[config.mk]
export PLATFORM = sky130hd
export DESIGN_NAME = id_stage
export DESIGN_NICKNAME = d
export VERILOG_FILES = /design/src/verilog/rv32_id_pkg.sv /design/src/verilog/id_dec_if.sv /design/src/verilog/id_issue_sel.sv /design/src/verilog/id_decoder.sv /design/src/verilog/id_branch.sv /design/src/verilog/id_operand_sel.sv /design/src/verilog/id_stage.sv
export SDC_FILE = /design/constraint.sdc
export NUM_CORES = 1
export LEC_CHECK = 0
export ABC_CLOCK_PERIOD_IN_PS = 8400
export BUFFER_PORTS_ARGS = -buffer_cell sky130_fd_sc_hd__buf_2
export CAP_MARGIN = 20
export CORE_AREA = 2 2 144 146
export CTS_CLUSTER_SIZE = 16
export DETAILED_ROUTE_END_ITERATION = 7
export DIE_AREA = 0 0 146 148
export PLACE_DENSITY_LB_ADDON = 0.1
export SYNTH_ARGS = -nofsm -noshare
export SYNTH_HDL_FRONTEND = slang
export SYNTH_SLANG_ARGS = --single-unit
[constraint.sdc]
create_clock -name clk -period 8.4 [get_ports clk]
set_clock_uncertainty 0.1 [all_clocks]
set_input_delay 1.68 -clock clk [delete_from_list [all_inputs] [get_ports clk]]
set_output_delay 1.68 -clock clk [all_outputs]
set_load 0.01 [all_outputs]
[src/verilog/rv32_id_pkg.sv]
`default_nettype none

package rv32_id_pkg;

  localparam int unsigned xlen     = 32;
  localparam int unsigned rf_idx_w = 5;
  localparam int unsigned rf_num   = 32;

  // major opcodes
  localparam logic [6:0] op_load   = 7'b0000011;
  localparam logic [6:0] op_store  = 7'b0100011;
  localparam logic [6:0] op_branch = 7'b1100011;
  localparam logic [6:0] op_jal    = 7'b1101111;
  localparam logic [6:0] op_jalr   = 7'b1100111;
  localparam logic [6:0] op_imm    = 7'b0010011;
  localparam logic [6:0] op_reg    = 7'b0110011;
  localparam logic [6:0] op_lui    = 7'b0110111;
  localparam logic [6:0] op_auipc  = 7'b0010111;

  // addi x0, x0, 0
  localparam logic [xlen-1:0] nop_insn = 32'h0000_0013;

  // ==========================================================================
  // ALU enable vector
  localparam int unsigned alu_en_w           = 9;
  localparam int unsigned alu_en_add         = 0;
  localparam int unsigned alu_en_cmp         = 1;
  localparam int unsigned alu_en_cmp_signed  = 2;
  localparam int unsigned alu_en_and         = 3;
  localparam int unsigned alu_en_or          = 4;
  localparam int unsigned alu_en_xor         = 5;
  localparam int unsigned alu_en_shift       = 6;
  localparam int unsigned alu_en_shift_left  = 7;
  localparam int unsigned alu_en_shift_arith = 8;

  // ==========================================================================
  // load/store kind vector, any bit on top
  localparam int unsigned mem_info_w = 9;
  localparam int unsigned mem_lb     = 0;
  localparam int unsigned mem_lh     = 1;
  localparam int unsigned mem_lw     = 2;
  localparam int unsigned mem_lbu    = 3;
  localparam int unsigned mem_lhu    = 4;
  localparam int unsigned mem_sb     = 5;
  localparam int unsigned mem_sh     = 6;
  localparam int unsigned mem_sw     = 7;
  localparam int unsigned mem_any    = 8;

  // one instruction word, six format views
  typedef union packed {
    struct packed {
      logic [6:0] funct7; logic [4:0] rs2; logic [4:0] rs1;
      logic [2:0] funct3; logic [4:0] rd; logic [6:0] opcode;
    } r;
    struct packed {
      logic [11:0] imm_11_0; logic [4:0] rs1;
      logic [2:0] funct3; logic [4:0] rd; logic [6:0] opcode;
    } i;
    struct packed {
      logic [6:0] imm_11_5; logic [4:0] rs2; logic [4:0] rs1;
      logic [2:0] funct3; logic [4:0] imm_4_0; logic [6:0] opcode;
    } s;
    struct packed {
      logic imm_12; logic [5:0] imm_10_5; logic [4:0] rs2; logic [4:0] rs1;
      logic [2:0] funct3; logic [3:0] imm_4_1; logic imm_11; logic [6:0] opcode;
    } b;
    struct packed {
      logic [19:0] imm_31_12; logic [4:0] rd; logic [6:0] opcode;
    } u;
    struct packed {
      logic imm_20; logic [9:0] imm_10_1; logic imm_11;
      logic [7:0] imm_19_12; logic [4:0] rd; logic [6:0] opcode;
    } j;
  } rv32_insn_u;

endpackage

`default_nettype wire

[src/verilog/id_dec_if.sv]
`default_nettype none

interface id_dec_if
  import rv32_id_pkg::*;
();

  // second ALU operand when use_imm is set
  logic [xlen-1:0] imm;
  // offset for the jump target adder
  logic [xlen-1:0] tgt_imm;
  logic            use_imm;
  logic            op1_pc;
  // lui only
  logic            op1_zero;
  logic            is_sub;
  logic            is_branch;
  logic            is_jal;
  logic            is_jalr;
  logic [2:0]      br_funct3;

  modport decoder (
    output imm, tgt_imm, use_imm, op1_pc, op1_zero, is_sub,
    output is_branch, is_jal, is_jalr, br_funct3
  );

  modport consumer (
    input imm, tgt_imm, use_imm, op1_pc, op1_zero, is_sub,
    input is_branch, is_jal, is_jalr, br_funct3
  );

endinterface

`default_nettype wire

[src/verilog/id_issue_sel.sv]
`default_nettype none

module id_issue_sel
  import rv32_id_pkg::*;
(
  input  logic            clk,
  input  logic            arst_n,
  input  logic [xlen-1:0] insn_fetch,
  input  logic            i_hready,
  input  logic            d_hready,
  input  logic            div_busy,
  input  logic            itcm_stall,
  output rv32_insn_u      insn,
  output logic            hold
);

  // last issued word, replayed while held
  rv32_insn_u insn_q;

  always_ff @(posedge clk or negedge arst_n) begin
    if (!arst_n) begin
      insn_q <= nop_insn;
    end else begin
      insn_q <= insn;
    end
  end

  // data side waiting or divider busy
  assign hold = div_busy | ~d_hready;

  always_comb begin
    if (hold) begin
      insn = insn_q;
    end else if (!i_hready || itcm_stall) begin
      // bubble, fetch word is dropped
      insn = nop_insn;
    end else begin
      insn = insn_fetch;
    end
  end

endmodule

`default_nettype wire

[src/verilog/id_decoder.sv]
`default_nettype none

module id_decoder
  import rv32_id_pkg::*;
(
  input  rv32_insn_u            insn,
  input  logic                  hold,
  input  logic [rf_num-1:0]     stop_flag,
  output logic [rf_idx_w-1:0]   rs1_idx,
  output logic [rf_idx_w-1:0]   rs2_idx,
  output logic [rf_idx_w-1:0]   rd_idx,
  output logic                  reg_write,
  output logic                  reg_write_all,
  output logic                  mem_read,
  output logic                  mem_write,
  output logic                  raw_stall,
  output logic [mem_info_w-1:0] mem_info,
  output logic [alu_en_w-1:0]   alu_op_en,
  id_dec_if.decoder             dec
);

  logic [7:0]      f3_dec;
  logic            f7_zero;
  logic            f7_alt;
  logic            is_load, is_store, is_branch, is_jal, is_jalr;
  logic            is_opimm, is_op, is_lui, is_auipc;
  logic            r_std;
  logic            sh_std;
  logic            sh_alt;
  logic            rs1_need;
  logic            rs2_need;
  logic [xlen-1:0] i_imm, s_imm, b_imm, u_imm, j_imm;

  assign rs1_idx = insn.r.rs1;
  assign rs2_idx = insn.r.rs2;
  assign rd_idx  = insn.r.rd;

  // ==========================================================================
  // opcode and function fields
  assign f3_dec  = 8'b1 << insn.r.funct3;
  assign f7_zero = (insn.r.funct7 == 7'b0000000);
  assign f7_alt  = (insn.r.funct7 == 7'b0100000);

  assign is_load   = (insn.r.opcode == op_load);
  assign is_store  = (insn.r.opcode == op_store);
  assign is_branch = (insn.r.opcode == op_branch);
  assign is_jal    = (insn.r.opcode == op_jal);
  assign is_jalr   = (insn.r.opcode == op_jalr);
  assign is_opimm  = (insn.r.opcode == op_imm);
  assign is_op     = (insn.r.opcode == op_reg);
  assign is_lui    = (insn.r.opcode == op_lui);
  assign is_auipc  = (insn.r.opcode == op_auipc);

  // plain register ops, and shifts with their funct7 check
  assign r_std  = (is_op & f7_zero) | is_opimm;
  assign sh_std = (is_op | is_opimm) & f7_zero;
  assign sh_alt = (is_op | is_opimm) & f7_alt;

  // ==========================================================================
  // immediates
  assign i_imm = {{20{insn.i.imm_11_0[11]}}, insn.i.imm_11_0};
  assign s_imm = {{20{insn.s.imm_11_5[6]}}, insn.s.imm_11_5, insn.s.imm_4_0};
  assign b_imm = {{19{insn.b.imm_12}}, insn.b.imm_12, insn.b.imm_11,
                  insn.b.imm_10_5, insn.b.imm_4_1, 1'b0};
  assign u_imm = {insn.u.imm_31_12, 12'b0};
  assign j_imm = {{11{insn.j.imm_20}}, insn.j.imm_20, insn.j.imm_19_12,
                  insn.j.imm_11, insn.j.imm_10_1, 1'b0};

  always_comb begin
    dec.imm = '0;
    if (is_opimm || is_load) begin
      dec.imm = i_imm;
    end else if (is_store) begin
      dec.imm = s_imm;
    end else if (is_lui || is_auipc) begin
      dec.imm = u_imm;
    end else if (is_jal || is_jalr) begin
      // link value is pc + 4
      dec.imm = 32'd4;
    end
  end

  assign dec.tgt_imm = ({xlen{is_branch}} & b_imm)
                     | ({xlen{is_jal}}    & j_imm)
                     | ({xlen{is_jalr}}   & i_imm);

  assign dec.use_imm   = is_opimm | is_load | is_store | is_lui | is_auipc
                       | is_jal | is_jalr;
  assign dec.op1_pc    = is_auipc | is_jal | is_jalr;
  assign dec.op1_zero  = is_lui;
  assign dec.is_sub    = is_op & f3_dec[0] & f7_alt;
  assign dec.is_branch = is_branch;
  assign dec.is_jal    = is_jal;
  assign dec.is_jalr   = is_jalr;
  assign dec.br_funct3 = insn.b.funct3;

  // ==========================================================================
  // load/store kind and ALU groups
  always_comb begin
    mem_info          = '0;
    mem_info[mem_lb]  = is_load & f3_dec[0];
    mem_info[mem_lh]  = is_load & f3_dec[1];
    mem_info[mem_lw]  = is_load & f3_dec[2];
    mem_info[mem_lbu] = is_load & f3_dec[4];
    mem_info[mem_lhu] = is_load & f3_dec[5];
    mem_info[mem_sb]  = is_store & f3_dec[0];
    mem_info[mem_sh]  = is_store & f3_dec[1];
    mem_info[mem_sw]  = is_store & f3_dec[2];
    mem_info[mem_any] = |mem_info[mem_sw:mem_lb];
  end

  always_comb begin
    alu_op_en = '0;
    // add, sub, addi, auipc, address and link adds
    alu_op_en[alu_en_add] = (is_opimm & f3_dec[0]) | (is_op & f3_dec[0] & (f7_zero | f7_alt))
                          | is_auipc | mem_info[mem_any] | is_jal | is_jalr;
    alu_op_en[alu_en_cmp]         = r_std & (f3_dec[2] | f3_dec[3]);
    alu_op_en[alu_en_cmp_signed]  = r_std & f3_dec[2];
    alu_op_en[alu_en_and]         = r_std & f3_dec[7];
    alu_op_en[alu_en_or]          = (r_std & f3_dec[6]) | is_lui;
    alu_op_en[alu_en_xor]         = r_std & f3_dec[4];
    alu_op_en[alu_en_shift]       = sh_std & (f3_dec[1] | f3_dec[5]);
    alu_op_en[alu_en_shift_left]  = sh_std & f3_dec[1];
    alu_op_en[alu_en_shift_arith] = sh_alt & f3_dec[5];
  end

  // write-back, loads return later through the LSU
  assign reg_write_all = is_op | is_opimm | is_lui | is_auipc | is_jal | is_jalr | is_load;
  assign reg_write     = reg_write_all & ~is_load;
  assign mem_read      = is_load;
  assign mem_write     = is_store;

  // RAW check, masked while the same word is replayed
  assign rs1_need  = is_branch | is_store | is_op | is_opimm | is_load | is_jalr;
  assign rs2_need  = is_branch | is_store | is_op;
  assign raw_stall = ((rs1_need & stop_flag[rs1_idx]) | (rs2_need & stop_flag[rs2_idx]))
                   & ~hold;

endmodule

`default_nettype wire

[src/verilog/id_branch.sv]
`default_nettype none

module id_branch
  import rv32_id_pkg::*;
(
  id_dec_if.consumer      dec,
  input  logic [xlen-1:0] pc,
  input  logic [xlen-1:0] rs1_data,
  input  logic [xlen-1:0] rs2_data,
  output logic            take_jump,
  output logic [xlen-1:0] tgt_op1,
  output logic [xlen-1:0] tgt_op2
);

  logic br_eq;
  logic br_lt;
  logic br_ltu;
  logic br_cond;

  assign br_eq  = (rs1_data == rs2_data);
  assign br_lt  = ($signed(rs1_data) < $signed(rs2_data));
  assign br_ltu = (rs1_data < rs2_data);

  always_comb begin
    case (dec.br_funct3)
      3'b000:  br_cond = br_eq;
      3'b001:  br_cond = ~br_eq;
      3'b100:  br_cond = br_lt;
      3'b101:  br_cond = ~br_lt;
      3'b110:  br_cond = br_ltu;
      3'b111:  br_cond = ~br_ltu;
      // 010 and 011 are not branches
      default: br_cond = 1'b0;
    endcase
  end

  assign take_jump = dec.is_jal | dec.is_jalr | (dec.is_branch & br_cond);

  // jalr adds to rs1, everything else is pc relative
  assign tgt_op1 = (dec.is_jal | dec.is_branch) ? pc : rs1_data;
  assign tgt_op2 = dec.tgt_imm;

endmodule

`default_nettype wire

[src/verilog/id_operand_sel.sv]
`default_nettype none

module id_operand_sel
  import rv32_id_pkg::*;
(
  id_dec_if.consumer      dec,
  input  logic [xlen-1:0] pc,
  input  logic [xlen-1:0] rs1_data,
  input  logic [xlen-1:0] rs2_data,
  output logic [xlen-1:0] op1,
  output logic [xlen-1:0] op2,
  output logic            add_cin
);

  // ==========================================================================
  // first operand
  always_comb begin
    if (dec.op1_zero) begin
      op1 = '0;
    end else if (dec.op1_pc) begin
      // auipc and link address
      op1 = pc;
    end else begin
      op1 = rs1_data;
    end
  end

  // ==========================================================================
  // second operand
  always_comb begin
    if (dec.is_sub) begin
      // a - b as a + ~b + 1
      op2 = ~rs2_data;
    end else if (dec.use_imm) begin
      op2 = dec.imm;
    end else begin
      op2 = rs2_data;
    end
  end

  assign add_cin = dec.is_sub;

endmodule

`default_nettype wire

[src/verilog/id_stage.sv]
`default_nettype none

module id_stage
  import rv32_id_pkg::*;
(
  input  logic                  clk,
  input  logic                  arst_n,
  input  logic [xlen-1:0]       insn_fetch,
  input  logic                  i_hready,
  input  logic                  d_hready,
  input  logic                  div_busy,
  input  logic                  itcm_stall,
  input  logic [rf_num-1:0]     stop_flag,
  input  logic [xlen-1:0]       pc,
  input  logic [xlen-1:0]       rs1_data,
  input  logic [xlen-1:0]       rs2_data,
  output logic [xlen-1:0]       insn,
  output logic [rf_idx_w-1:0]   rs1_idx,
  output logic [rf_idx_w-1:0]   rs2_idx,
  output logic [rf_idx_w-1:0]   rd_idx,
  output logic                  reg_write,
  output logic                  reg_write_all,
  output logic                  mem_read,
  output logic                  mem_write,
  output logic [mem_info_w-1:0] mem_info,
  output logic [alu_en_w-1:0]   alu_op_en,
  output logic                  raw_stall,
  output logic                  take_jump,
  output logic [xlen-1:0]       tgt_op1,
  output logic [xlen-1:0]       tgt_op2,
  output logic [xlen-1:0]       op1,
  output logic [xlen-1:0]       op2,
  output logic                  add_cin
);

  rv32_insn_u issued;
  logic       hold;

  id_dec_if dec_if ();

  assign insn = issued;

  id_issue_sel u_issue_sel (
    .clk        (clk),
    .arst_n     (arst_n),
    .insn_fetch (insn_fetch),
    .i_hready   (i_hready),
    .d_hready   (d_hready),
    .div_busy   (div_busy),
    .itcm_stall (itcm_stall),
    .insn       (issued),
    .hold       (hold)
  );

  id_decoder u_decoder (
    .insn          (issued),
    .hold          (hold),
    .stop_flag     (stop_flag),
    .rs1_idx       (rs1_idx),
    .rs2_idx       (rs2_idx),
    .rd_idx        (rd_idx),
    .reg_write     (reg_write),
    .reg_write_all (reg_write_all),
    .mem_read      (mem_read),
    .mem_write     (mem_write),
    .raw_stall     (raw_stall),
    .mem_info      (mem_info),
    .alu_op_en     (alu_op_en),
    .dec           (dec_if.decoder)
  );

  id_branch u_branch (
    .dec       (dec_if.consumer),
    .pc        (pc),
    .rs1_data  (rs1_data),
    .rs2_data  (rs2_data),
    .take_jump (take_jump),
    .tgt_op1   (tgt_op1),
    .tgt_op2   (tgt_op2)
  );

  id_operand_sel u_operand_sel (
    .dec      (dec_if.consumer),
    .pc       (pc),
    .rs1_data (rs1_data),
    .rs2_data (rs2_data),
    .op1      (op1),
    .op2      (op2),
    .add_cin  (add_cin)
  );

endmodule

`default_nettype wire

* Yosys cells after proc, flatten, opt, wreduce, memory -nomap -nowiden *
Cells that the tools add are included.

storage, ports and cells
  register bits after elaboration = 32
  bits in latches = 0
  RAM bits = 0
  memory bits (read-only) = 0
  input bits = 166
  output and inout bits = 200
  logic and storage cells = 120
  memories = 0

operators by class
  $add $sub $neg = 0
  multiply operators = 0
  div/mod/pow operators = 0
  magnitude comparators = 4
  eq/ne operators = 16
  shift operators = 1
  mux-type cells = 16
  bitwise gates (word level) = 74
  reduce and logical (&&, ||, !) cells = 8

operator list
  cell                   count
  $mux W32               10
  $and A32 B32 Y32       3
  $lt A32 B32 Y1         2
  $or A32 B32 Y32        2
  $or A1 B1 Y1           34
  $eq A32 B32 Y1         1
  $not A32 Y32           1
  $and A1 B1 Y1          28
  $eq A7 B6 Y1 const B   4
  $eq A7 B7 Y1 const B   3
  $eq A7 B5 Y1 const B   2
  $eq A3 B3 Y1 const B   4
  $lt A5 B6 Y1 const B   2
  $bmux W1 S5            2
  $reduce_or A8 Y1       1
  $shl A1 B3 Y8 const A  1
  $eq A7 B2 Y1 const B   1
  $logic_not A7 Y1       1
  $not A1 Y1             6
  $pmux W1 S6            1
  $logic_or A1 B1 Y1     4
  $eq A3 B1 Y1 const B   1
  $logic_not A3 Y1       1
  $mux W3                1
  2 further kinds        3

* Longest topological paths before layout *
Gate-level depths: netlist of run 1.

  word-level depth = 13
  gate-level depth with buffers = 11
  gate-level depth less buffers = 9

* Modules after synthesis *
Synthesis of run 1 repeated with hierarchy kept, for this count alone.

second synthesis, totals
  cells, all modules = 623
  area, all modules = 5574.1 um^2

modules (own cells, without submodules)
  module          instances  cells each  area an instance (um^2)  sequential area each (um^2)
  id_decoder      1          212         1680.4                   0.0
  id_branch       1          191         1487.7                   0.0
  id_operand_sel  1          146         1246.2                   0.0
  id_issue_sel    1          74          1159.9                   804.5

* Least setup slack after synthesis of run 1 *
No wires, ideal clock.

  path type = input port to output port
  start point = input port div_busy
  end point = output port op2[15]
  arrival time = 3903 ps
  data required time = 6620 ps
  setup slack = 2717 ps
  cell stages on the path = 9
  buffers on the path = 2
  path through = nand2b_4 -> buf_2 -> a22o_1 -> or4_4 -> nor4_4 -> and4b_1 -> a21oi_1 -> buf_2 -> a32oi_1

on the way
  elaborated cells on any way between the ends = 27
  those cells by class = eq/ne (9); shift (1); mux (6); bitwise (9); reduce/logical (2)

RTL lines
  item                RTL line              source
  start: declaration  id_stage.sv:11        input logic div_busy,
  $or A1 B1 Y1        id_issue_sel.sv:29    assign hold = div_busy | ~d_hready;
  $mux W32            id_issue_sel.sv:32    if (hold) begin
  net insn[26]        id_stage.sv:17        output logic [xlen-1:0] insn,
  $eq A7 B6 Y1        id_decoder.sv:42      assign f7_alt = (insn.r.funct7 == 7'b0100000);
  $and A1 B1 Y1       id_decoder.sv:91      assign dec.is_sub = is_op & f3_dec[0] & f7_alt;
  $mux W32            id_operand_sel.sv:31  if (dec.is_sub) begin
  end: declaration    id_stage.sv:32        output logic [xlen-1:0] op2,

The timed path passes the listed nets, and every way through them passes these cells.

* Worst setup path in the final report of run 1 *
  start point = input port div_busy
  end point = output port op2[16]

on the way
  cells in the longest elaborated chain, start to end = 11
  elaborated cells on any way between the ends = 27
  those cells by class = eq/ne (9); shift (1); mux (6); bitwise (9); reduce/logical (2)

RTL lines
  item                                                 RTL line                            source
  $or A1 B1 Y1 *                                       id_issue_sel.sv:29
  $mux W32 *                                           id_issue_sel.sv:32
  $eq A7 B5 Y1 / $eq A7 B2 Y1 (equally long branches)  id_decoder.sv:49, id_decoder.sv:44
  $or A1 B1 Y1 (4 in series)                           id_decoder.sv:87                    assign dec.use_imm = is_opimm | is_load | is_store | is_lui | is_auipc
  $or A1 B1 Y1 (2 in series)                           id_decoder.sv:88                    | is_jal | is_jalr;
  $mux W32                                             id_operand_sel.sv:34                end else if (dec.use_imm) begin
  $mux W32 *                                           id_operand_sel.sv:31

Mark *: on every way between the ends. The rest lies on a longest branch, timed or not.

==> run_results.csv, run 1 <==
group,metric,value,unit
layout,finalNonFillerCells,1261,
grt,track_usage,23.29,%
detailed_routing,drtIter0Drc,343,
detailed_routing,drc,0,
run_status,outcome,"finished, final reports clean",
clock_network,cts-htree-levels,2,
sta,rsz0062_at_grt,"false",
logic_synthesis,synth_area,0.005012,mm2
clock_network,cts.clk_slew.worst_paths,0.05,ns
floorplanning,die-area,0.02161,mm2
logic_synthesis,synth_cells,670,
logic_synthesis,synth_edf_count,0,
detailed_routing,wirelength,26830,um
layout,syn_to_final_growth,41.86,%
sta,tightest_slew,1.004,ns
floorplanning,initial_core_util,25.01,%
pwr,ir_worst_vdd,0.00007526,V
logic_synthesis,synth_seq_area_share,16.05,%
grt,grt_pass1_vias,6324,
clock_network,cts-resized-gates,0,
grt,grt_use_met3,4.228,%
sta,fin_setup_tns,0,ns
hold_path,hp-class,"reg -> reg",
grt,antenna_found_initial,1,
logic_synthesis,synth-seq-cells,32,
clock_network,cts_tree,"yes",
floorplanning,num_rows,52,
detailed_routing,num_vias,6447,
detailed_routing,wl_per_cell,21.27,um
worst_setup_path,path_class,"in -> out",
grt,use_met1,30.93,%
clock_network,insertion_delay,0.28,ns
placement,dp_hpwl,21870,um
logic_synthesis,ys.flop_type,"dfrtp_1",
clock_network,root_buffer,"clkbuf_16",
layout,largest-register,"u_issue_sel.insn_q",
worst_setup_path,worst_setup_path_end_kind,"primary output",
logic_synthesis,synthArstFlopShare,100.0,%
sta,finalHoldViolations,0,
clock_network,cts_hold_buf,0,
placement,place_congestion,0.8332,
layout,largestRegisters,"u_issue_sel.insn_q: 32 flops",
clock_network,cts_sinks,32,
logic_synthesis,synth_warnings,0,
layout,nNetsFinal,1187,
logic_synthesis,synth_fp_nets,868,
clock_network,cts_made_buffers,5,
grt,grt_overflow,0,
worst_setup_path,crit_required,6.62,ns
sta,relSlewSlack,32.91,%
worst_setup_path,cp-start-kind,"primary input",
grt,grt_max_degree,42,
clock_network,clock_path_buffers,2,
placement,io_buffers,365,
sta,min_period,6.943,ns
worst_setup_path,arrival,5.16,ns
sta,final.period_utilization,82.66,%
placement,place_inst,1251,
sta,slew_violations,0,
grt,use_met2,39.39,%
floorplanning,die_x,146,um
worst_setup_path,worstPathMaxFanout,41,
grt,grt_pass1_wl,38600,um
pwr,powerDensity,120.8,mW/mm2
layout,drive_above_1_share,45.56,%
detailed_routing,firstDrtPassIters,4,
logic_synthesis,yosysUniqueCellTypes,65,
sta,setup_viol,0,
job,drv_cap,0,
logic_synthesis,avgSynthCellArea,7.481,um2
clock_network,post-cts-setup-buffers,0,
pwr,p_leak,4.072,nW
floorplanning,core,0.02004,mm2
detailed_routing,avgViaCountPerCell,5.113,
detailed_routing,postRouteAntennaNets,0,
grt,busiest_layer,"met2",
floorplanning,pin_count,366,
layout,largest_reg_flops,32,
sta,fmaxAchievable,144.0,MHz
floorplanning,die_h,148,um
==> cells by family (layout without fill, tap and decap cells) <==
group,after synthesis,count (layout),synth area share (%)
AO/OA/AOI/OAI,208,208,28.81
XOR/XNOR,3,3,0.5243
adder cells (fa/ha/maj),32,32,7.988
buffers and inverters,119,439,11.93
flip-flops,32,32,16.05
multiplexers,65,65,14.58
other,0,1,0
AND/OR/NAND/NOR,211,211,20.12
==> power by group <==
part           leakage (nW)  internal (mW)  switching, mW  total, mW
Sequential            0.423          0.166        0.00558      0.172
Clock                0.0901          0.156         0.0693      0.225
Combinational          3.56          0.183          0.278      0.461
==> cells in the mapped netlist (11+ instances only) <==
library cell,n,area share (%)
mux2_2,34,7.6
nor2_1,27,2.0
a21oi_1,53,5.3
a22oi_1,48,7.2
nand3_1,13,1.3
ha_1,32,8.0
dfrtp_1,29,14
clkbuf_1,20,1.5
nor3_1,17,1.7
inv_1,51,3.8
buf_4,28,4.2
o21ai_0,21,2.1
a22o_1,15,2.6
buf_2,13,1.3
nand2_1,109,8.2
a221oi_1,11,1.9
mux2i_1,28,5.6
==> routing by layer <==
layer	part of all wire, %	wire [um]
met5	0	0
met4	1.6	426
met3	6.7	1804
met2	48	12820
met1	44	11770
==> final timing paths <==
kind	cells after the start	endpoint	start	slack, ns
min in group asynchronous	1	u_issue_sel.insn_q[15]$_DFF_PN0_	arst_n	1.39
min reg2reg	1	u_issue_sel.insn_q[1]$_DFF_PN1_	u_issue_sel.insn_q[1]$_DFF_PN1_	0.49
max reg2reg	2	u_issue_sel.insn_q[21]$_DFF_PN0_	u_issue_sel.insn_q[21]$_DFF_PN0_	6.59
max in group asynchronous	1	u_issue_sel.insn_q[7]$_DFF_PN0_	arst_n	6.30
min	1	u_issue_sel.insn_q[1]$_DFF_PN1_	u_issue_sel.insn_q[1]$_DFF_PN1_	0.49
max	10	op2[16]	div_busy	1.46
==> cell usage in the layout, fill, tap and decap left out, types with 4 or more instances in the layout <==
cell type and instances:
mux2i_1 26, nor4_1 4, a21oi_2 7, nand4_1 6, a21oi_1 50, clkbuf_16 5, ha_1 32, buf_4 12
nand2_1 109, o21ai_0 21, a211oi_1 5, nand3b_1 4, o22ai_1 10, a221oi_1 11, mux2_2 34, nor2b_1 8
a22oi_1 48, nor2_1 27, nor3_1 16, buf_2 365, inv_1 51, nand3_1 13, dfrtp_1 29, a21o_1 10
a22o_1 15
==> worst max-delay path, cell delays in order <==
cell and delay (ns):
buf_2 0.12, nand2b_4 0.35, a22o_1 0.48, or4_4 0.58, nor4_4 0.35, and4b_2 0.81, a21oi_2 0.21, buf_6 0.24
a22oi_1 0.16, buf_2 0.16
==> final cells by class <==
cell class	instances	area, um2
antenna	1	2.502
clock buffer	7	152.6
clock inverter	1	30.03
fill	2257	12930
inverter	53	198.9
multi-input combinational	519	3656
sequential	32	804.5
tap	270	337.8
timing repair buffer	378	1928
==> through the flow <==
stage	area, um2	util, %	hold slack, ns	total power, mW	setup WS [ns]
CTS	7097	35.41	0.4933	0.8650	1.368
global route	7111	35.48	0.5096	0.9103	1.243
floorplan	5012	-	0.4159	0.4300	2.717
global placement	6914	34.50	0.4843	0.6398	1.490
finish	7111	35.48	0.4896	0.8588	1.457
detailed placement	6914	34.50	0.4855	0.6375	1.366
Note: power is estimated with default switching activity, not from simulation.
==> run 2: changes to the inputs <==
--- a/config.mk
+++ b/config.mk
@@ -5,13 +5,13 @@
 export SDC_FILE = /design/constraint.sdc
 export NUM_CORES = 1
 export LEC_CHECK = 0
-export ABC_CLOCK_PERIOD_IN_PS = 8400
+export ABC_CLOCK_PERIOD_IN_PS = 5750
 export BUFFER_PORTS_ARGS = -buffer_cell sky130_fd_sc_hd__buf_2
 export CAP_MARGIN = 20
-export CORE_AREA = 2 2 144 146
+export CORE_AREA = 2 2 141 143
 export CTS_CLUSTER_SIZE = 16
 export DETAILED_ROUTE_END_ITERATION = 7
-export DIE_AREA = 0 0 146 148
+export DIE_AREA = 0 0 143 145
 export PLACE_DENSITY_LB_ADDON = 0.1
 export SYNTH_ARGS = -nofsm -noshare
 export SYNTH_HDL_FRONTEND = slang
==> constraint.sdc (replaced) <==
create_clock -name clk -period 5.75 [get_ports clk]
set_clock_uncertainty 0.1 [all_clocks]
set_input_delay 1.15 -clock clk [delete_from_list [all_inputs] [get_ports clk]]
set_output_delay 1.15 -clock clk [all_outputs]
set_load 0.01 [all_outputs]
==> run 2 against run 1 <==
Net effect:
- final cell count is 0.71% higher
- critical path depth increased by 1
- design area rose by 1.0%
- routed wire length down 3.2%
- sequential share of layout area is 0.11 points lower
- register-to-register slack worse by 2.5 ns
- combinational power increased by 48%
- clock power increased by 22%
- setup slack got worse by 0.96 ns
- largest cell class unchanged
==> run_results.csv, run 2 (synthesis gave the netlist of run 1 again) <==
group,metric,value,unit
layout,finalNonFillerCells,1270,
hold_path,min-delay-start,"u_issue_sel.insn_q[27]$_DFF_PN0_",
floorplanning,die_x,143,um
clock_network,cts_tree,"yes",
clock_network,cts-resized-gates,0,
worst_setup_path,path_class,"in -> out",
sta,min_period,5.253,ns
hold_path,holdPathStages,1,
worst_setup_path,crit_required,4.50,ns
layout,largest-register,"u_issue_sel.insn_q",
worst_setup_path,cp-start-kind,"primary input",
layout,diodes,0,
clock_network,cts_made_buffers,5,
clock_network,cts.clk_slew.worst_paths,0.06,ns
pwr,p_leak,4.127,nW
layout,largestRegisters,"u_issue_sel.insn_q: 32 flops",
detailed_routing,drtIter0Drc,284,
detailed_routing,postRouteAntennaNets,0,
worst_setup_path,worst_setup_path_end_kind,"primary output",
layout,fill_cells,2097,
detailed_routing,avgViaCountPerCell,5.086,
worst_setup_path,reg2reg_to,"u_issue_sel.insn_q[21]$_DFF_PN0_",
layout,mostFrequentLayoutCell,"buf_2",
grt,track_usage,23.85,%
clock_network,root_buffer,"clkbuf_16",
placement,place_congestion,0.8198,
pwr,powerDensity,168.4,mW/mm2
clock_network,cts_sinks,32,
layout,final_util,37.40,%
layout,stdcell_area,0.007183,mm2
clock_network,clock_path_buffers,2,
floorplanning,num_rows,51,
sta,slew_violations,0,
sta,fin_setup_tns,0,ns
detailed_routing,wl_per_cell,20.45,um
sta,relSlewSlack,26.34,%
grt,grt_max_degree,47,
worst_setup_path,r2r_slack,4.12,ns
grt,grt_pass1_wl,37990,um
floorplanning,die_h,145,um
hold_path,whs_endpoint,"u_issue_sel.insn_q[27]$_DFF_PN0_",
clock_network,cts-htree-levels,2,
detailed_routing,num_vias,6459,
layout,nNetsFinal,1202,
sta,fmaxAchievable,190.4,MHz
clock_network,post-cts-setup-buffers,0,
layout,syn_to_final_growth,43.31,%
floorplanning,initial_core_util,26.10,%
sta,tightest_slew,1.105,ns
placement,dp_hpwl,21260,um
detailed_routing,wirelength,25980,um
job,drv_cap,0,
detailed_routing,firstDrtPassIters,5,
layout,drive_above_1_share,46.27,%
detailed_routing,drc,0,
placement,place_inst,1262,
placement,io_buffers,365,
hold_path,hp-class,"reg -> reg",
grt,grt_overflow,0,
sta,setup_viol,0,
clock_network,cts_hold_buf,0,
pwr,ir_worst_vdd,0.00008876,V
sta,final.period_utilization,91.36,%
clock_network,insertion_delay,0.28,ns
sta,rsz0062_at_grt,"false",
floorplanning,core,0.01921,mm2
floorplanning,die-area,0.02074,mm2
placement,placed_area,0.007033,mm2
run_status,outcome,"finished, final reports clean",
worst_setup_path,r2r_cells,2,
sta,finalHoldViolations,0,
grt,antenna_found_initial,0,
worst_setup_path,reg2reg_from,"u_issue_sel.insn_q[21]$_DFF_PN0_",
floorplanning,pin_count,366,
layout,mostFrequentLayoutCells,"buf_2, nand2_1, inv_1",
worst_setup_path,arrival,4.00,ns
layout,largest_reg_flops,32,
grt,grt_pass1_vias,6230,
worst_setup_path,worstPathMaxFanout,29,
[run 2: cell types whose count changed in the layout (fill, tap and decap cells not counted)]
cell        delta
buf_4         +15
a21oi_2        +1
a21oi_4        -1
buf_12         +1
buf_6          -1
bufinv_16      -1
clkbuf_1       +1
clkbuf_8       -1
clkinvlp_4     +1
diode_2        -1
[run 2: layer usage]
metal | up-vias | wire length, um | GRT usage (%)
met3 | 24 | 1782 | 3.861
met1 | 3027 | 11190 | 31.52
met4 | 0 | 388 | 5.297
met2 | 308 | 12620 | 40.55
met5 | - | 0 | 0
li1 | 3100 | - | -
[run 2: area by class of cell]
cell class | instances | area [um2] | area share, %
inverter | 53 | 198.9 | 2.770
clock buffer | 7 | 142.6 | 1.986
sequential | 32 | 804.5 | 11.20
multi-input combinational | 519 | 3649 | 50.79
timing repair buffer | 393 | 2049 | 28.53
tap | 265 | 331.6 | 4.616
clock inverter | 1 | 7.507 | 0.1045
[run 2: where the power goes]
part | total (mW) | internal (mW) | switching, mW
registers | 0.251 | 0.243 | 0.00816
logic | 0.683 | 0.278 | 0.405
clock network | 0.275 | 0.172 | 0.103
[run 2: worst max-delay path, stage by stage]
cell	delay, ns
buf_2	0.12
nand2b_4	0.22
buf_4	0.26
a22oi_1	0.65
inv_2	0.32
mux4_2	0.44
nand2_1	0.05
and4b_1	0.19
a211o_1	0.25
o2bb2ai_1	0.17
buf_2	0.16
[run 2: worst max path at each step]
stage,start,endpoint,slack (ns),cells after the start
floorplan,div_busy,op2[15],1.13,9
global placement,div_busy,raw_stall,0.52,11
detailed placement,div_busy,raw_stall,0.53,11
CTS,div_busy,raw_stall,0.53,11
global route,div_busy,raw_stall,0.37,11
finish,div_busy,raw_stall,0.50,11
[run 2: through the flow]
step	hold slack [ns]	power, mW	worst slack [ns]
after CTS	0.4780	1.222	0.5323
after detailed placement	0.4650	0.9391	0.5324
after global placement	0.4544	0.9421	0.5186
final	0.4763	1.210	0.4969
after floorplan	0.4159	0.6282	1.127
after global routing	0.4860	1.286	0.3698
==> run 3: changes to the inputs <==
--- a/config.mk
+++ b/config.mk
@@ -8,11 +8,14 @@
 export ABC_CLOCK_PERIOD_IN_PS = 5750
 export BUFFER_PORTS_ARGS = -buffer_cell sky130_fd_sc_hd__buf_2
 export CAP_MARGIN = 20
-export CORE_AREA = 2 2 141 143
+export CORE_AREA = 2 2 140 142
 export CTS_CLUSTER_SIZE = 16
 export DETAILED_ROUTE_END_ITERATION = 7
-export DIE_AREA = 0 0 143 145
+export DIE_AREA = 0 0 142 144
+export GPL_ROUTABILITY_DRIVEN = 0
 export PLACE_DENSITY_LB_ADDON = 0.1
+export SLEW_MARGIN = 15
 export SYNTH_ARGS = -nofsm -noshare
 export SYNTH_HDL_FRONTEND = slang
+export SYNTH_HIERARCHICAL = 1
 export SYNTH_SLANG_ARGS = --single-unit
==> run 3 against run 2 <==
Net effect:
- setup slack lost 0.045 ns
- critical path depth grew 1
- die area shrank 1.4%
- synthesized cell count shrank 7.0%
- final cell count shrank 8.6%
- first-iteration DRC count shrank 9.5%
- global-route usage shrank 2.8 points
- flip-flop and latch count is the same
- core utilization grew 1.3 points
- combinational power is essentially flat
- critical endpoint is now op2[3]
==> run_results.csv, run 3 <==
group,metric,value,unit
worst_setup_path,cp-start-kind,"primary input",
logic_synthesis,ys.flop_type,"dfrtp_1",
sta,setup_ws,0.4519,ns
grt,grt_pass1_vias,5436,
layout,diodes,0,
placement,pre_cts_ws,0.4433,ns
logic_synthesis,synth-seq-cells,32,
placement,io_buffers,365,
clock_network,cts_hold_buf,0,
clock_network,cts.clk_slew.worst_paths,0.05,ns
worst_setup_path,crit_required,4.50,ns
job,drv_cap,0,
sta,fmaxAchievable,188.7,MHz
pwr,p_leak,4.132,nW
layout,finalNonFillerCells,1161,
clock_network,cts-resized-gates,0,
sta,relSlewSlack,31.57,%
hold_path,hp-class,"reg -> reg",
detailed_routing,wirelength,22870,um
detailed_routing,drc,0,
floorplanning,die-area,0.02045,mm2
grt,antenna_found_initial,0,
grt,grt_overflow,0,
clock_network,root_buffer,"clkbuf_16",
pwr,ir_worst_vdd,0.00009332,V
logic_synthesis,synth_seq_area_share,14.43,%
clock_network,cts_tree,"yes",
worst_setup_path,cp_cell_sequence,"buf_2, and2b_2, inv_1, a22o_1, and3b_1, nand3b_1, nor2_2, or3_2, buf_12, mux2i_1, mux2i_1, buf_2",
clock_network,cts-htree-levels,2,
sta,tightest_slew,1.024,ns
worst_setup_path,worstPathMaxFanout,19,
detailed_routing,firstDrtPassIters,7,
layout,syn_to_final_growth,32.44,%
clock_network,clock_path_buffers,2,
logic_synthesis,synth_top_area_share,17.96,%
logic_synthesis,synthArstFlopShare,100.0,%
layout,mostFrequentLayoutCells,"buf_2, mux2i_1, nor2_1",
grt,track_usage,21.07,%
worst_setup_path,crit_slowest_cell,"or3_2",
logic_synthesis,synth_area,0.005574,mm2
sta,setup_viol,0,
logic_synthesis,synth_cells,623,
layout,nNetsFinal,1120,
logic_synthesis,synth_fp_nets,821,
detailed_routing,postRouteAntennaNets,0,
run_status,outcome,"finished, final reports clean",
floorplanning,die_h,144,um
floorplanning,initial_core_util,29.22,%
clock_network,cts_made_buffers,5,
floorplanning,die_x,142,um
sta,finalHoldViolations,0,
layout,largest-register,"u_issue_sel/insn_q",
detailed_routing,num_vias,5740,
detailed_routing,drtIter0Drc,257,
clock_network,post-cts-setup-buffers,0,
sta,fin_setup_tns,0,ns
sta,rsz0062_at_grt,"false",
layout,mostFrequentLayoutCell,"buf_2",
clock_network,cts_sinks,32,
placement,dp_hpwl,19110,um
worst_setup_path,path_class,"in -> out",
logic_synthesis,ys_top_cells_by_count,"mux2i_1, buf_4, nor2_1",
layout,drive_above_1_share,50.27,%
detailed_routing,wl_per_cell,19.70,um
worst_setup_path,slowest_delay,0.73,ns
pwr,powerDensity,162.2,mW/mm2
logic_synthesis,avgSynthCellArea,8.947,um2
worst_setup_path,arrival,4.05,ns
logic_synthesis,yosysTopAreaCell,"mux2i_1",
logic_synthesis,synth_area_leaders,"mux2i_1, dfrtp_1, buf_4",
clock_network,insertion_delay,0.28,ns
sta,final.period_utilization,92.14,%
sta,min_period,5.298,ns
layout,largestRegisters,"u_issue_sel/insn_q: 32 flops",
floorplanning,pin_count,366,
logic_synthesis,synth_edf_count,0,
layout,largest_reg_flops,32,
floorplanning,core,0.01908,mm2
worst_setup_path,worst_setup_path_end_kind,"primary output",
logic_synthesis,yosysUniqueCellTypes,63,
placement,place_inst,1153,
grt,grt_max_degree,34,
detailed_routing,avgViaCountPerCell,4.944,
floorplanning,num_rows,51,
logic_synthesis,synth_warnings,6,
grt,grt_pass1_wl,33020,um
sta,whs,0.4895,ns
logic_synthesis,synthMostInstantiatedCell,"mux2i_1",
sta,slew_violations,0,
-- run 3: cell count changes after synthesis, moves of 14 or more --
cell     previous run  this run
a21oi_1            53        18
buf_4              28        67
mux2i_1            28       100
a22oi_1            48         6
nor2_1             27        58
nand2_1           109        15
a21o_1             10        26
and2_1              2        16
a22o_1             15        33
o21ai_0            21         7
-- run 3: final cells by class --
cell class / count / area (um2)
inverter: 39 / 146.4
multi-input combinational: 447 / 3882
sequential: 32 / 804.5
fill: 2077 / 11700
tap: 238 / 297.8
timing repair buffer: 397 / 2105
clock buffer: 8 / 146.4
-- run 3: layer usage --
metal / GRT usage (%) / wire length (um) / vias up
li1: - / - / 2815
met1: 27.78 / 10200 / 2698
met2: 37.33 / 11370 / 218
met3: 2.748 / 1103 / 9
met4: 3.632 / 191 / 0
met5: 0 / 0 / -
-- run 3: logic make-up after synthesis --
group,share of synthesized area (%)
muxes,32.03
and+or+nand+nor,14.30
buffers and inverters,16.48
AOI/OAI and AO/OA,15.26
adders and majority gates,7.183
DFF,14.43
xor gates and xnor gates,0.3143
-- run 3: worst paths after layout --
check | startpoint | to | slack [ns] | depth (start not counted)
max | div_busy | op2[3] | 0.45 | 12
min | u_issue_sel/insn_q[3]$_DFF_PN0_ | u_issue_sel/insn_q[3]$_DFF_PN0_ | 0.49 | 1
max reg2reg | u_issue_sel/insn_q[20]$_DFF_PN0_ | u_issue_sel/insn_q[20]$_DFF_PN0_ | 4.49 | 2
min reg2reg | u_issue_sel/insn_q[3]$_DFF_PN0_ | u_issue_sel/insn_q[3]$_DFF_PN0_ | 0.49 | 1
max in group asynchronous | arst_n | u_issue_sel/insn_q[26]$_DFF_PN0_ | 4.25 | 1
min in group asynchronous | arst_n | u_issue_sel/insn_q[17]$_DFF_PN0_ | 0.83 | 1
-- run 3: worst max-delay path, delay by kind of cell --
family,cells,cell delay (ns)
AOI/OAI and AO/OA,1,0.25
buffers and inverters,4,0.68
muxes,2,0.33
and+or+nand+nor,5,1.59
-- run 3: stage by stage --
stage	area, um2	util, %	total power [mW]
floorplan	5574	-	0.6775
global placement	7236	37.92	0.9443
detailed placement	7236	37.92	0.9422
CTS	7382	38.69	1.215
global route	7382	38.69	1.283
finish	7382	38.69	1.198
-- run 3: power breakdown --
part           leakage (nW)  internal [mW]  switching [mW]
combinational          3.64          0.304           0.381
sequential            0.423          0.243         0.00411
clock                0.0712          0.172          0.0925
total                  4.13          0.720           0.478
